[src/bitsync_defs.svh]
// Bit synchronizer widths and defaults
`ifndef BITSYNC_DEFS_SVH
`define BITSYNC_DEFS_SVH

// Datapath widths
`define SAMPLE_WIDTH        18
`define ERROR_WIDTH         12
`define FREQ_WIDTH          32
`define LOCK_WIDTH          16

// Averaging window, transitions minus one
`define AVG_COUNT           15
`define AVG_WIDTH           22

`define REG_ADDR_WIDTH      4

// Register reset values
`define DEFAULT_LOCK_COUNT  4
`define DEFAULT_PROP_SHIFT  8
`define DEFAULT_INT_SHIFT   16

`endif

[src/logic/bitsyncPkg.sv]
// Bit synchronizer datapath types
`include "bitsync_defs.svh"

package bitsyncPkg;

    // Baseband and loop quantities
    typedef logic signed [`SAMPLE_WIDTH-1:0] sampleT;
    typedef logic signed [`SAMPLE_WIDTH:0]   wideErrorT;
    typedef logic signed [`AVG_WIDTH-1:0]    avgT;
    typedef logic [`FREQ_WIDTH-1:0]          freqT;
    typedef logic [`LOCK_WIDTH-1:0]          lockCountT;

    // Gain shift code that switches a loop path off
    localparam logic [4:0] shiftOff = 5'd31;

    typedef enum logic {
        onTime  = 1'b0,
        offTime = 1'b1
    } tedStateT;

    // Gray ordered so each step flips one bit
    typedef enum logic [1:0] {
        average = 2'b00,
        test    = 2'b01,
        slip0   = 2'b11,
        slip1   = 2'b10
    } slipStateT;

endpackage

[src/logic/bitsyncRegPkg.sv]
// Bit synchronizer register map
`include "bitsync_defs.svh"

package bitsyncRegPkg;

    typedef logic [`REG_ADDR_WIDTH-1:0] regAddrT;
    typedef logic [31:0]                regDataT;

    // Word addresses on the register bus
    typedef enum regAddrT {
        ctrlAddr       = regAddrT'(0),
        centerFreqAddr = regAddrT'(1),
        gainAddr       = regAddrT'(2),
        lockCountAddr  = regAddrT'(3),
        // Read only from here on
        statusAddr     = regAddrT'(4),
        sampleFreqAddr = regAddrT'(5)
    } regAddrE;

endpackage

[src/logic/bitsync.sv]
// Bit synchronizer top level
`timescale 1ns/1ps

module bitsync import bitsyncPkg::*, bitsyncRegPkg::*; (
    input  logic      clk,
    input  logic      reset,
    input  logic      sym2xEn,
    input  sampleT    i,
    input  sampleT    q,
    input  logic      regWrite,
    input  regAddrT   regAddr,
    input  regDataT   regWdata,
    output regDataT   regRdata,
    output freqT      sampleFreq,
    output logic      iSymEn,
    output logic      qSymEn,
    output logic      bitDataI,
    output logic      bitDataQ,
    output sampleT    symDataI,
    output sampleT    symDataQ,
    output logic      bitsyncLock,
    output lockCountT lockCounter
);

    sampleT     filtI;
    sampleT     filtQ;
    wideErrorT  timingError;
    sampleT     absError;
    sampleT     absSlipError;
    logic       errorEn;
    logic       transition;
    logic       slip;
    logic       useSummer;
    freqT       centerFreq;
    logic [4:0] propShift;
    logic [4:0] intShift;
    lockCountT  lockCount;

    // Both rails share one symbol timing
    assign iSymEn = errorEn;
    assign qSymEn = errorEn;

    sampleSummer summer0 (
        .clk(clk), .reset(reset), .sym2xEn(sym2xEn), .useSummer(useSummer),
        .i(i), .q(q), .filtI(filtI), .filtQ(filtQ)
    );

    timingErrorDetector ted0 (
        .clk(clk), .reset(reset), .sym2xEn(sym2xEn), .slip(slip),
        .filtI(filtI), .filtQ(filtQ), .errorEn(errorEn), .transition(transition),
        .bitDataI(bitDataI), .bitDataQ(bitDataQ), .timingError(timingError),
        .absError(absError), .absSlipError(absSlipError),
        .symDataI(symDataI), .symDataQ(symDataQ)
    );

    lockDetector lock0 (
        .clk(clk), .reset(reset), .sym2xEn(sym2xEn), .errorEn(errorEn),
        .transition(transition), .absError(absError), .absSlipError(absSlipError),
        .lockCount(lockCount), .slip(slip), .bitsyncLock(bitsyncLock),
        .lockCounter(lockCounter)
    );

    loopFilter loop0 (
        .clk(clk), .reset(reset), .errorEn(errorEn), .timingError(timingError),
        .centerFreq(centerFreq), .propShift(propShift), .intShift(intShift),
        .sampleFreq(sampleFreq)
    );

    bitsyncRegs regs0 (
        .clk(clk), .reset(reset), .regWrite(regWrite), .regAddr(regAddr),
        .regWdata(regWdata), .bitsyncLock(bitsyncLock), .lockCounter(lockCounter),
        .sampleFreq(sampleFreq), .regRdata(regRdata), .useSummer(useSummer),
        .centerFreq(centerFreq), .propShift(propShift), .intShift(intShift),
        .lockCount(lockCount)
    );

endmodule

[src/logic/bitsyncRegs.sv]
// Bit synchronizer register bank
`timescale 1ns/1ps
`include "bitsync_defs.svh"

module bitsyncRegs import bitsyncPkg::*, bitsyncRegPkg::*; (
    input  logic       clk,
    input  logic       reset,
    input  logic       regWrite,
    input  regAddrT    regAddr,
    input  regDataT    regWdata,
    input  logic       bitsyncLock,
    input  lockCountT  lockCounter,
    input  freqT       sampleFreq,
    output regDataT    regRdata,
    output logic       useSummer,
    output freqT       centerFreq,
    output logic [4:0] propShift,
    output logic [4:0] intShift,
    output lockCountT  lockCount
);

    //**************************************************
    // Write decode
    //**************************************************
    always_ff @(posedge clk) begin
        if (reset) begin
            useSummer  <= 1'b0;
            centerFreq <= '0;
            propShift  <= 5'(`DEFAULT_PROP_SHIFT);
            intShift   <= 5'(`DEFAULT_INT_SHIFT);
            lockCount  <= lockCountT'(`DEFAULT_LOCK_COUNT);
        end else if (regWrite) begin
            case (regAddr)
                ctrlAddr:       useSummer <= regWdata[0];
                centerFreqAddr: centerFreq <= freqT'(regWdata);
                gainAddr: begin
                    propShift <= regWdata[4:0];
                    intShift  <= regWdata[12:8];
                end
                lockCountAddr:  lockCount <= lockCountT'(regWdata);
                // Status words are read only
                default: ;
            endcase
        end
    end

    // Readback mux
    always_comb begin
        case (regAddr)
            ctrlAddr:       regRdata = {31'b0, useSummer};
            centerFreqAddr: regRdata = regDataT'(centerFreq);
            gainAddr:       regRdata = {19'b0, intShift, 3'b0, propShift};
            lockCountAddr:  regRdata = regDataT'(lockCount);
            statusAddr:     regRdata = {15'b0, bitsyncLock, lockCounter};
            sampleFreqAddr: regRdata = regDataT'(sampleFreq);
            default:        regRdata = '0;
        endcase
    end

endmodule

[src/logic/lockDetector.sv]
// Averaging, slip and lock detection
`timescale 1ns/1ps
`include "bitsync_defs.svh"

module lockDetector import bitsyncPkg::*; (
    input  logic      clk,
    input  logic      reset,
    input  logic      sym2xEn,
    input  logic      errorEn,
    input  logic      transition,
    input  sampleT    absError,
    input  sampleT    absSlipError,
    input  lockCountT lockCount,
    output logic      slip,
    output logic      bitsyncLock,
    output lockCountT lockCounter
);

    localparam int avgCountWidth = $clog2(`AVG_COUNT + 1);

    slipStateT                slipState;
    logic [avgCountWidth-1:0] avgCount;
    avgT                      avgError;
    avgT                      avgSlipError;
    logic                     slipLow;

    // Off-phase sampling puts the slip samples near zero
    assign slipLow = avgSlipError < (avgError >>> 1);

    always_ff @(posedge clk) begin
        if (reset) begin
            slipState    <= average;
            avgCount     <= avgCountWidth'(`AVG_COUNT);
            avgError     <= '0;
            avgSlipError <= '0;
        end else if (sym2xEn) begin
            case (slipState)
                average: begin
                    if (errorEn && transition) begin
                        avgError     <= avgError + avgT'(absError);
                        avgSlipError <= avgSlipError + avgT'(absSlipError);
                        if (avgCount == 0) begin
                            slipState <= test;
                        end else begin
                            avgCount <= avgCount - 1'b1;
                        end
                    end
                end
                test: begin
                    avgCount     <= avgCountWidth'(`AVG_COUNT);
                    avgError     <= '0;
                    avgSlipError <= '0;
                    slipState    <= slip0;
                end
                slip0:   slipState <= slip1;
                default: slipState <= average;
            endcase
        end
    end

    //**************************************************
    // Lock counter
    //**************************************************
    always_ff @(posedge clk) begin
        if (reset) begin
            slip        <= 1'b0;
            bitsyncLock <= 1'b0;
            lockCounter <= '0;
        end else if (sym2xEn) begin
            slip <= 1'b0;
            if (slipState == test) begin
                if (slipLow) begin
                    // Bottom sits at minus lockCount minus one
                    if (lockCounter == ~lockCount) begin
                        bitsyncLock <= 1'b0;
                        lockCounter <= '0;
                        slip        <= 1'b1;
                    end else begin
                        lockCounter <= lockCounter - 1'b1;
                    end
                end else if (lockCounter == lockCount) begin
                    bitsyncLock <= 1'b1;
                    lockCounter <= '0;
                end else begin
                    lockCounter <= lockCounter + 1'b1;
                end
            end
        end
    end

endmodule

[src/logic/loopFilter.sv]
// Sample rate loop filter
`timescale 1ns/1ps
`include "bitsync_defs.svh"

module loopFilter import bitsyncPkg::*; (
    input  logic       clk,
    input  logic       reset,
    input  logic       errorEn,
    input  wideErrorT  timingError,
    input  freqT       centerFreq,
    input  logic [4:0] propShift,
    input  logic [4:0] intShift,
    output freqT       sampleFreq
);

    localparam int dropBits = $bits(wideErrorT) - `ERROR_WIDTH;

    logic signed [`ERROR_WIDTH-1:0] loopError;
    logic signed [`ERROR_WIDTH-1:0] heldError;
    logic signed [`FREQ_WIDTH-1:0]  loopErrorWide;
    logic signed [`FREQ_WIDTH-1:0]  heldErrorWide;
    logic signed [`FREQ_WIDTH-1:0]  intTerm;
    logic signed [`FREQ_WIDTH-1:0]  propTerm;
    logic signed [`FREQ_WIDTH-1:0]  integrator;

    // Round off the low bits of the I+Q error
    assign loopError = timingError[$bits(wideErrorT)-1 -: `ERROR_WIDTH]
                     + timingError[dropBits-1];

    assign loopErrorWide = `FREQ_WIDTH'(loopError);
    assign heldErrorWide = `FREQ_WIDTH'(heldError);

    assign intTerm  = (intShift == shiftOff) ? '0 : loopErrorWide <<< intShift;
    assign propTerm = (propShift == shiftOff) ? '0 : heldErrorWide <<< propShift;

    always_ff @(posedge clk) begin
        if (reset) begin
            integrator <= '0;
            heldError  <= '0;
        end else if (errorEn) begin
            integrator <= integrator + intTerm;
            heldError  <= loopError;
        end
    end

    assign sampleFreq = centerFreq + integrator + propTerm;

endmodule

[src/logic/sampleSummer.sv]
// Two-sample matched filter
`timescale 1ns/1ps

module sampleSummer import bitsyncPkg::*; (
    input  logic   clk,
    input  logic   reset,
    input  logic   sym2xEn,
    input  logic   useSummer,
    input  sampleT i,
    input  sampleT q,
    output sampleT filtI,
    output sampleT filtQ
);

    sampleT iDelay;
    sampleT qDelay;
    logic signed [$bits(sampleT):0] iSum;
    logic signed [$bits(sampleT):0] qSum;

    // One bit of growth, dropped again by the halving
    assign iSum = iDelay + i;
    assign qSum = qDelay + q;

    always_ff @(posedge clk) begin
        if (reset) begin
            iDelay <= '0;
            qDelay <= '0;
            filtI  <= '0;
            filtQ  <= '0;
        end else if (sym2xEn) begin
            iDelay <= i;
            qDelay <= q;
            if (useSummer) begin
                filtI <= iSum[$bits(sampleT):1];
                filtQ <= qSum[$bits(sampleT):1];
            end else begin
                filtI <= i;
                filtQ <= q;
            end
        end
    end

endmodule

[src/logic/timingErrorDetector.sv]
// Sign-based timing error detector
`timescale 1ns/1ps

module timingErrorDetector import bitsyncPkg::*; (
    input  logic      clk,
    input  logic      reset,
    input  logic      sym2xEn,
    input  logic      slip,
    input  sampleT    filtI,
    input  sampleT    filtQ,
    output logic      errorEn,
    output logic      transition,
    output logic      bitDataI,
    output logic      bitDataQ,
    output wideErrorT timingError,
    output sampleT    absError,
    output sampleT    absSlipError,
    output sampleT    symDataI,
    output sampleT    symDataQ
);

    localparam int sampleMsb = $bits(sampleT) - 1;

    tedStateT tedState;
    logic     slipped;
    sampleT   histI [3];
    sampleT   histQ [3];
    sampleT   errorI;
    sampleT   errorQ;
    sampleT   slipError;

    // Index 2 is the early on-time sample, 1 the off-time, 0 the late
    always_ff @(posedge clk) begin
        if (sym2xEn) begin
            histI[0] <= filtI;
            histI[1] <= histI[0];
            histI[2] <= histI[1];
            histQ[0] <= filtQ;
            histQ[1] <= histQ[0];
            histQ[2] <= histQ[1];
        end
    end

    //**************************************************
    // On-time / off-time state and rail errors
    //**************************************************
    always_ff @(posedge clk) begin
        if (reset) begin
            tedState   <= onTime;
            slipped    <= 1'b0;
            transition <= 1'b0;
            errorI     <= '0;
            errorQ     <= '0;
            slipError  <= '0;
        end else if (sym2xEn) begin
            case (tedState)
                onTime: begin
                    // Hold one extra half symbol to slip the phase
                    tedState <= (slip && !slipped) ? onTime : offTime;
                    slipped  <= slip;
                end
                default: begin
                    tedState <= onTime;
                    if (histI[2][sampleMsb] != histI[0][sampleMsb]) begin
                        transition <= 1'b1;
                        // Sign bit high to low
                        if (histI[2][sampleMsb]) begin
                            errorI    <= histI[1];
                            slipError <= histI[0];
                        end else begin
                            errorI    <= -histI[1];
                            slipError <= histI[2];
                        end
                    end else begin
                        transition <= 1'b0;
                        errorI     <= '0;
                    end
                    // Q only adds to the loop error
                    if (histQ[2][sampleMsb] != histQ[0][sampleMsb]) begin
                        errorQ <= histQ[2][sampleMsb] ? histQ[1] : -histQ[1];
                    end else begin
                        errorQ <= '0;
                    end
                end
            endcase
        end
    end

    assign errorEn      = sym2xEn && (tedState == onTime);
    assign timingError  = wideErrorT'(errorI) + wideErrorT'(errorQ);
    assign absError     = errorI[sampleMsb] ? -errorI : errorI;
    assign absSlipError = slipError[sampleMsb] ? -slipError : slipError;

    // Recovered symbols from the middle sample
    always_ff @(posedge clk) begin
        if (errorEn) begin
            bitDataI <= histI[1][sampleMsb];
            bitDataQ <= histQ[1][sampleMsb];
            symDataI <= histI[1];
            symDataQ <= histQ[1];
        end
    end

endmodule

[config.mk]
export PLATFORM = sky130hd
export DESIGN_NAME = bitsync
export DESIGN_NICKNAME = d
export VERILOG_FILES = /design/src/logic/bitsyncPkg.sv /design/src/logic/bitsyncRegPkg.sv /design/src/logic/bitsync.sv /design/src/logic/bitsyncRegs.sv /design/src/logic/lockDetector.sv /design/src/logic/loopFilter.sv /design/src/logic/sampleSummer.sv /design/src/logic/timingErrorDetector.sv
export VERILOG_INCLUDE_DIRS = /design/src
export SDC_FILE = /design/constraint.sdc
export NUM_CORES = 1
export LEC_CHECK = 0
export BUFFER_PORTS_ARGS = -buffer_cell sky130_fd_sc_hd__buf_4
export CAP_MARGIN = 20
export CORE_MARGIN = 2
export CORE_UTILIZATION = 45
export CTS_CLUSTER_DIAMETER = 120
export CTS_CLUSTER_SIZE = 14
export DETAILED_ROUTE_END_ITERATION = 6
export SETUP_SLACK_MARGIN = 0.3
export SYNTH_ARGS = -nofsm -noshare
export SYNTH_HDL_FRONTEND = slang
export SYNTH_SLANG_ARGS = --single-unit
[constraint.sdc]
create_clock -name clk -period 15.1 [get_ports clk]
set_input_delay 1.51 -clock clk [delete_from_list [all_inputs] [get_ports clk]]
set_output_delay 1.51 -clock clk [all_outputs]
set_load 0.02 [all_outputs]
Yosys cells after proc, flatten, opt, wreduce, memory -nomap -nowiden
Memory sizes are Yosys's and may differ from the RTL's.
Index checks and enable logic that the tools add are counted.
Operators by class
  add/sub/neg operators: 16
  multipliers: 0
  divide/modulo/power cells: 0
  magnitude comparators: 1
  eq/ne operators: 17
  shifts and indexed selects: 2
  mux-type cells: 36
  bitwise logic cells: 2
  reduce and logical (&&, ||, !) cells: 21
Operators with widths (count)
  one-hot mux 32 bit (6 select lines): 1
  2-to-1 mux 18 bit: 9
  adder 32 bit: 3
  one-hot mux 22 bit (2 select lines): 2
  negator 18 bit: 4
  2-to-1 mux 32 bit: 2
  <<< shifter 32 x 5 -> 32 bit: 2
  adder 18 x 18 -> 19 bit: 3
  2-to-1 mux 16 bit: 3
  adder 22 x 18 -> 22 bit: 2
  2-to-1 mux 22 bit: 2
  equality test 16 bit: 2
  < comparator 22 x 21 -> 1 bit: 1
  adder 16 x 1 -> 16 bit, second input constant: 1
  inverter 16 bit: 1
  subtractor 16 x 1 -> 16 bit, second input constant: 1
  AND reduction 2 bit: 7
  adder 12 x 1 -> 12 bit: 1
  2-to-1 mux 1 bit: 11
  equality test 5 bit, second input constant: 2
  AND reduction 3 bit: 3
  equality test 4 x 2 -> 1 bit, second input constant: 2
  equality test 4 x 3 -> 1 bit, second input constant: 2
  zero test 4 bit: 2
  17 further kinds: 26
Storage, ports and cells
  flip-flop bits (word level): 338
  bits in latches: 0
  bits in writable memories: 108
  bits in read-only memories: 0
  input bits: 76
  output and inout bits: 121
  logic and storage cells: 125
  memories kept: 2
Memories
  ted0.histI: depth 3, bits a word 18, read ports 3, clocked after memory_dff 0, wr ports 3, line timingErrorDetector.sv:26  | sampleT histI [3];
  ted0.histQ: depth 3, bits a word 18, read ports 3, clocked after memory_dff 0, wr ports 3, line timingErrorDetector.sv:27  | sampleT histQ [3];

Longest topological paths before layout
  depth after elaboration: 5
  depth in mapped cells: 34
  depth with buffers taken out: 34

By module
Synthesis repeated with hierarchy kept, for this count alone.
Second synthesis, totals
  cell total of the unflattened synthesis: 3326
  area total of the unflattened synthesis: 29393.2 sq um
By module, submodules not included
  timingErrorDetector: instances 1, cells each 678, area an instance 8240.4 sq um, sequential area each 4954.8 sq um
  loopFilter: instances 1, cells each 996, area an instance 7681.1 sq um, sequential area each 880.8 sq um
  lockDetector: instances 1, cells each 723, area an instance 5800.6 sq um, sequential area each 1361.3 sq um
  sampleSummer: instances 1, cells each 546, area an instance 4500.6 sq um, sequential area each 1441.4 sq um
  bitsyncRegs: instances 1, cells each 382, area an instance 3163.0 sq um, sequential area each 1181.1 sq um
  bitsync: instances 1, cells each 1, area an instance 7.5 sq um, sequential area each 0.0 sq um

Worst setup path before layout
No wires, ideal clock.
  path type: reg2reg
  start: register ted0.errorI[5]
  end: register loop0.integrator[30]
  arrival: 6.854 ns
  setup slack: 8.115 ns
  stages on the path, launching flop included: 33
  period minus slack after synthesis: 6.985 ns
  cells stage by stage: dfxtp_1 > ha_1 > a211oi_1 > nand4_1 > a41o_1 > a21oi_4 > a21oi_2 > a21oi_1 > nor2b_1 > o21a_1 > nor2_1 > ha_1 > and2_1 > a221oi_1 > nand2_1 > o31ai_1 > xnor2_1 > xnor2_1 > mux4_2 > or3_1 > nand3_2 > nor2_1 > ha_1 > a21o_1 > a21o_1 > a21o_1 > a21o_1 > o21ba_2 > o31ai_2 > o21ai_1 > a311oi_1 > mux2i_1 > o32ai_1
Between the ends
  word-level cells in the longest chain between the ends: 5
RTL lines
  from (decl): line timingErrorDetector.sv:28  | sampleT errorI;
  from (signal assigned): line timingErrorDetector.sv:68  | errorI <= histI[1];
  from (signal assigned): line timingErrorDetector.sv:71  | errorI <= -histI[1];
  adder 18 x 18 -> 19 bit: line timingErrorDetector.sv:90  | assign timingError = wideErrorT'(errorI) + wideErrorT'(errorQ);
  adder 12 x 1 -> 12 bit: line loopFilter.sv:27  | assign loopError = timingError[$bits(wideErrorT)-1 -: `ERROR_WIDTH]
  <<< shifter 32 x 5 -> 32 bit: line loopFilter.sv:33  | assign intTerm = (intShift == shiftOff) ? '0 : loopErrorWide <<< intShift;
  2-to-1 mux 32 bit: line loopFilter.sv:33
  adder 32 bit: line loopFilter.sv:41  | integrator <= integrator + intTerm;
  to (signal assigned): line loopFilter.sv:41
  to (decl): line loopFilter.sv:24  | logic signed [`FREQ_WIDTH-1:0] integrator;
Every way passes these cells.
A chain may end at the register's enable or synchronous reset.

Worst setup path after layout
  start: register regs0.propShift[0]
  end: output sampleFreq[31]
Between the ends
  word-level cells in the longest chain between the ends: 3
  elaborated cells between the ends (all ways): 4
  those cells by class: add/sub (1); eq/ne (1); shift (1); mux (1)
RTL lines
  from (decl): line bitsyncRegs.sv:17  | output logic [4:0] propShift,
  from (signal assigned): line bitsyncRegs.sv:29  | propShift <= 5'(`DEFAULT_PROP_SHIFT);
  from (signal assigned): line bitsyncRegs.sv:37  | propShift <= regWdata[4:0];
  <<< shifter 32 x 5 -> 32 bit or equality test 5 bit (tied branches): line loopFilter.sv:34  | assign propTerm = (propShift == shiftOff) ? '0 : heldErrorWide <<< propShift;
  2-to-1 mux 32 bit (*): line loopFilter.sv:34
  adder 32 bit (*): line loopFilter.sv:46  | assign sampleFreq = centerFreq + integrator + propTerm;
  to (decl): line bitsync.sv:14  | output freqT sampleFreq,
Every way passes the cells marked *; elsewhere a longest branch is shown, timed or not.

==> PnR_summary.wiki <==
{| class="wikitable"
! Metric !! Value
|-
| Result of the run || finished with violations
|-
| Failing checks || design-rule violations
|-
| Share of power burned in registers || 48.6%
|-
| Critical path startpoint category || flip-flop
|-
| Max-slew headroom || 19.1%
|-
| Design internal power || approximately 1.9 mW
|-
| Die outline width || 252 microns
|-
| Die Y || 252 microns
|-
| DRT Pass-1 Iters || 7
|-
| RSZ-0062 raised after global routing || no
|-
| TritonCTS clock tree || done
|-
| Total count of max-transition violations in the final report || 0
|-
| Post-route antenna net violation count || 0
|-
| Number of max-capacitance violations reported || 0
|-
| Clk sinks || 427
|-
| DPL Wire Length || around 60000 microns
|-
| Cell type contributing the most total cell area after synthesis || sky130_fd_sc_hd__dfxtp_1
|-
| Data arrival at the endpoint of the critical path || 6260 ps
|-
| Number of standard cells in the layout, taps in and fillers out || 4118
|-
| Number of placement rows || 90
|-
| Crit share post-route || 51.5%
|-
| Starting utilization of the core area || 45.7%
|-
| Min Clock Period, post-route || 7770 ps
|-
| Layout overhead on the synthesized area || 11.4%
|-
| Distinct cell type count of the synthesized netlist || 96
|-
| Fin. Hold Viols || 0
|-
| Port buffer count || 196
|-
| Largest net degree at the start of global routing || 196
|-
| Number of cells after detailed placement || about 4100
|-
| Post_cts resized || 0
|-
| Core ar. || 60600 sq um
|-
| Async SR Flop Fraction || 0%
|-
| Slew at the pin with the worst max-slew slack || approximately 1200 ps
|-
| Share of layout cells above drive strength 1 || 10.3%
|-
| DR DRC count || 7
|-
| NumNets Final || 3620
|-
| Sw power || a little under 0.8 mW
|-
| Full die area || 63600 sq um
|-
| Portion of the post-synthesis area used by sequential elements || a little over a third
|-
| Commonest register cell after synthesis || sky130_fd_sc_hd__dfxtp_1
|-
| Storage element area || between 9000 and 10000 sq um
|-
| Wire length of the first global-routing pass || 126000 microns
|-
| Power share of the combinational group || 17.3%
|-
| Setup TNS Final || 0 ps
|-
| Filler cell count in the final layout || 5704
|-
| Top-area cell type share of the netlist area || 21.7%
|-
| Post-Syn Instances || 3210
|-
| Synthesized net count || roughly 3500
|-
| Vias || 23900
|-
| All-layer global routing usage || around a quarter
|-
| Type of element capturing the critical path || primary output
|-
| Inserted Clock Buffers || 36
|-
| Num ports || 197
|-
| Reg clk slew, reported paths || 70 ps
|-
| Switching share of power || between 20% and 30%
|-
| Dominant cells by area after synthesis || sky130_fd_sc_hd__dfxtp_1, sky130_fd_sc_hd__edfxtp_1, sky130_fd_sc_hd__ha_1
|-
| Average cell area after synthesis || 8.63 sq um
|-
| Required @ worst endpoint || 13590 ps
|-
| Maximum count of clock buffers along a single path || 3
|-
| Area taken by multi-input logic gates || 16900 sq um
|-
| Peak clock frequency supported by timing || 129 MHz
|-
| Antenna violations before repair || 1
|-
| Clock skew after layout || around 21 ps
|-
| Hold-fix buffers, CTS || 0
|-
| Mapped cell area || 27700 sq um
|-
| Worst skew pair latency || 580 ps
|-
| Peak supply drop || just under 70 uV
|-
| Post-CTS Repair Setup Buffers || 0
|-
| Grt ovf || 0
|-
| Number of DRC markers in iteration 0 || 1782
|-
| Final weighted congestion in routability-driven placement || roughly 0.9
|-
| Count of yosys warnings during synthesis || 0
|-
| Worst Setup Path Type || flip-flop to primary output
|-
| Via count of the first global-routing pass || 22700
|-
| Average via count per standard cell || 5.82
|-
| Average wire length per cell after detail routing || 19.5 microns
|-
| CP Max Fanout || 21
|-
| Hold crit path type || flip-flop to flip-flop
|-
| Power per unit of standard cell area || 85.7 nW/um^2
|-
| Clock root buffer || sky130_fd_sc_hd__clkbuf_16
|-
| Number of H-tree branching levels || 2
|-
| FF+latch count, synth || 427
|-
| Total length of routed wires || 80400 microns
|-
| Number of failing setup endpoints in the final timing report || 0
|-
| Leakage dissipation || 13.0 nW
|-
| Clock network power share || 34.2%
|-
| Number of enable flip-flop cells after synthesis || between 100 and 150
|}
cells in the final DEF, fill, tap and decap left out, types with 34 or more instances in the layout:
master,n
sky130_fd_sc_hd__a211oi_1,74
sky130_fd_sc_hd__a21o_1,62
sky130_fd_sc_hd__a21oi_1,264
sky130_fd_sc_hd__a22oi_1,47
sky130_fd_sc_hd__buf_4,221
sky130_fd_sc_hd__clkbuf_16,36
sky130_fd_sc_hd__dfxtp_1,299
sky130_fd_sc_hd__edfxtp_1,127
sky130_fd_sc_hd__fa_1,38
sky130_fd_sc_hd__ha_1,194
sky130_fd_sc_hd__inv_1,98
sky130_fd_sc_hd__mux2i_1,109
sky130_fd_sc_hd__nand2_1,398
sky130_fd_sc_hd__nand3_1,58
sky130_fd_sc_hd__nor2_1,334
sky130_fd_sc_hd__nor2b_1,34
sky130_fd_sc_hd__nor3_1,75
sky130_fd_sc_hd__o21ai_0,140
sky130_fd_sc_hd__xnor2_1,149
sky130_fd_sc_hd__xor2_1,47
critical path, stage by stage (launching register included):
cell	delay (ps)
sky130_fd_sc_hd__dfxtp_1	820
sky130_fd_sc_hd__clkinv_1	450
sky130_fd_sc_hd__o21a_1	210
sky130_fd_sc_hd__a21oi_1	250
sky130_fd_sc_hd__o21ai_0	150
sky130_fd_sc_hd__mux2_2	340
sky130_fd_sc_hd__nor2_1	140
sky130_fd_sc_hd__fa_1	470
sky130_fd_sc_hd__ha_1	400
sky130_fd_sc_hd__nand4_1	220
sky130_fd_sc_hd__nor4_1	540
sky130_fd_sc_hd__o211ai_1	200
sky130_fd_sc_hd__a21oi_1	240
sky130_fd_sc_hd__a41oi_1	230
sky130_fd_sc_hd__a31o_2	280
sky130_fd_sc_hd__o211ai_1	240
sky130_fd_sc_hd__a21oi_1	120
sky130_fd_sc_hd__xor2_1	200
sky130_fd_sc_hd__buf_4	180
power groups by stage:
stage / logic, mW / clock network, mW / registers [mW]
after global routing: 0.501 / 0.970 / 1.29
after global placement: 0.448 / 0 / 1.31
after detailed placement: 0.455 / 0 / 1.31
after floorplan: 0.306 / 0 / 1.29
after CTS: 0.457 / 0.928 / 1.28
final: 0.457 / 0.903 / 1.28
state kept, by name, summed over array words and instances (netlist names), 18 cells and up:
name	flops
ted0.histI	54
ted0.slipError	18
summer0.iDelay	18
ted0.symDataQ	18
summer0.filtQ	18
ted0.errorI	18
ted0.symDataI	18
summer0.filtI	18
lock0.avgError	22
lock0.avgSlipError	22
regs0.centerFreq	32
ted0.histQ	37
summer0.qDelay	18
ted0.errorQ	18
loop0.integrator	32
through the flow:
step	instance area [sq um]	hold slack, ps	total power, mW	util (%)	worst slack, ps
2_1_floorplan	27700	400	1.60	-	8110
3_3_place_gp	29800	402	1.76	49.2	7410
3_5_place_dp	29800	406	1.76	49.2	7350
4_1_cts	30900	421	2.67	50.9	7330
5_1_grt	30900	434	2.76	50.9	6690
6_report	30900	419	2.64	50.9	7330
layout make-up:
class,count,area share [%]
Antenna cell,1,0.00811
Clock buffer,56,3.16
Clock inverter,5,0.280
Inverter,107,1.31
Multi-Input combinational cell,2515,54.7
Sequential cell,427,31.8
Tap cell,782,3.17
Timing Repair Buffer,225,5.59
worst paths after layout:
check	start	depth (start not counted)	slack (ps)	endpoint
worst min-delay path	ted0.histQ[0][13]$_DFFE_PP_	0	420	ted0.histQ[0][31]$_DFFE_PP_
worst max-delay path	regs0.propShift[0]$_SDFFE_PP0P_	18	7330	sampleFreq[31]
worst max register to register	ted0.errorI[5]$_SDFFE_PP0P_	32	7350	loop0.integrator[30]$_SDFFE_PP0P_
worst min register to register	ted0.histQ[0][13]$_DFFE_PP_	0	420	ted0.histQ[0][31]$_DFFE_PP_
synth_stat cells, types with 12 or more instances:
master                     count
sky130_fd_sc_hd__nor2_1      334
sky130_fd_sc_hd__and2_1       19
sky130_fd_sc_hd__xor2_1       47
sky130_fd_sc_hd__or3_1        28
sky130_fd_sc_hd__nand3_1      58
sky130_fd_sc_hd__a22o_1       15
sky130_fd_sc_hd__ha_1        194
sky130_fd_sc_hd__nand2_1     399
sky130_fd_sc_hd__nor4_1       26
sky130_fd_sc_hd__o21bai_1     15
sky130_fd_sc_hd__a22oi_1      47
sky130_fd_sc_hd__buf_1        16
sky130_fd_sc_hd__a21oi_1     265
sky130_fd_sc_hd__a31oi_1      18
sky130_fd_sc_hd__a211oi_1     74
sky130_fd_sc_hd__mux2_2       16
sky130_fd_sc_hd__nor2b_1      34
sky130_fd_sc_hd__inv_1        99
sky130_fd_sc_hd__fa_1         38
sky130_fd_sc_hd__clkbuf_1    135
sky130_fd_sc_hd__o21ai_1      17
sky130_fd_sc_hd__edfxtp_1    127
sky130_fd_sc_hd__a21o_1       62
sky130_fd_sc_hd__o21a_1       29
sky130_fd_sc_hd__and3_1       32
sky130_fd_sc_hd__nand4_1      17
sky130_fd_sc_hd__o31ai_1      19
sky130_fd_sc_hd__o21ai_0     140
sky130_fd_sc_hd__nor3_1       76
sky130_fd_sc_hd__a311oi_1     20
sky130_fd_sc_hd__xnor2_1     149
sky130_fd_sc_hd__dfxtp_1     300
sky130_fd_sc_hd__mux2i_1     109
sky130_fd_sc_hd__or2_2        12
sky130_fd_sc_hd__nand2b_1     21
sky130_fd_sc_hd__o211ai_1     13
kinds of logic after synthesis:
family	Yosys count	share of synthesized area, %
muxes	127	4.75
xor gates and xnor gates	197	6.26
AOI/OAI and AO/OA	846	19.9
and+or+nand+nor	1113	18.4
adders and majority gates	232	11.5
buffers and inverters	268	3.74
DFF	427	35.5
routing by layer:
metal  GRT usage [%]  wire length [microns]  part of all wire (%)
met5               0                     13                 0.016
met3            3.12                   4200                   5.2
met1            36.1                  38700                    48
met2            38.9                  35500                    44
met4            6.83                   1970                   2.5
Note: power is estimated with default switching activity, not from simulation.
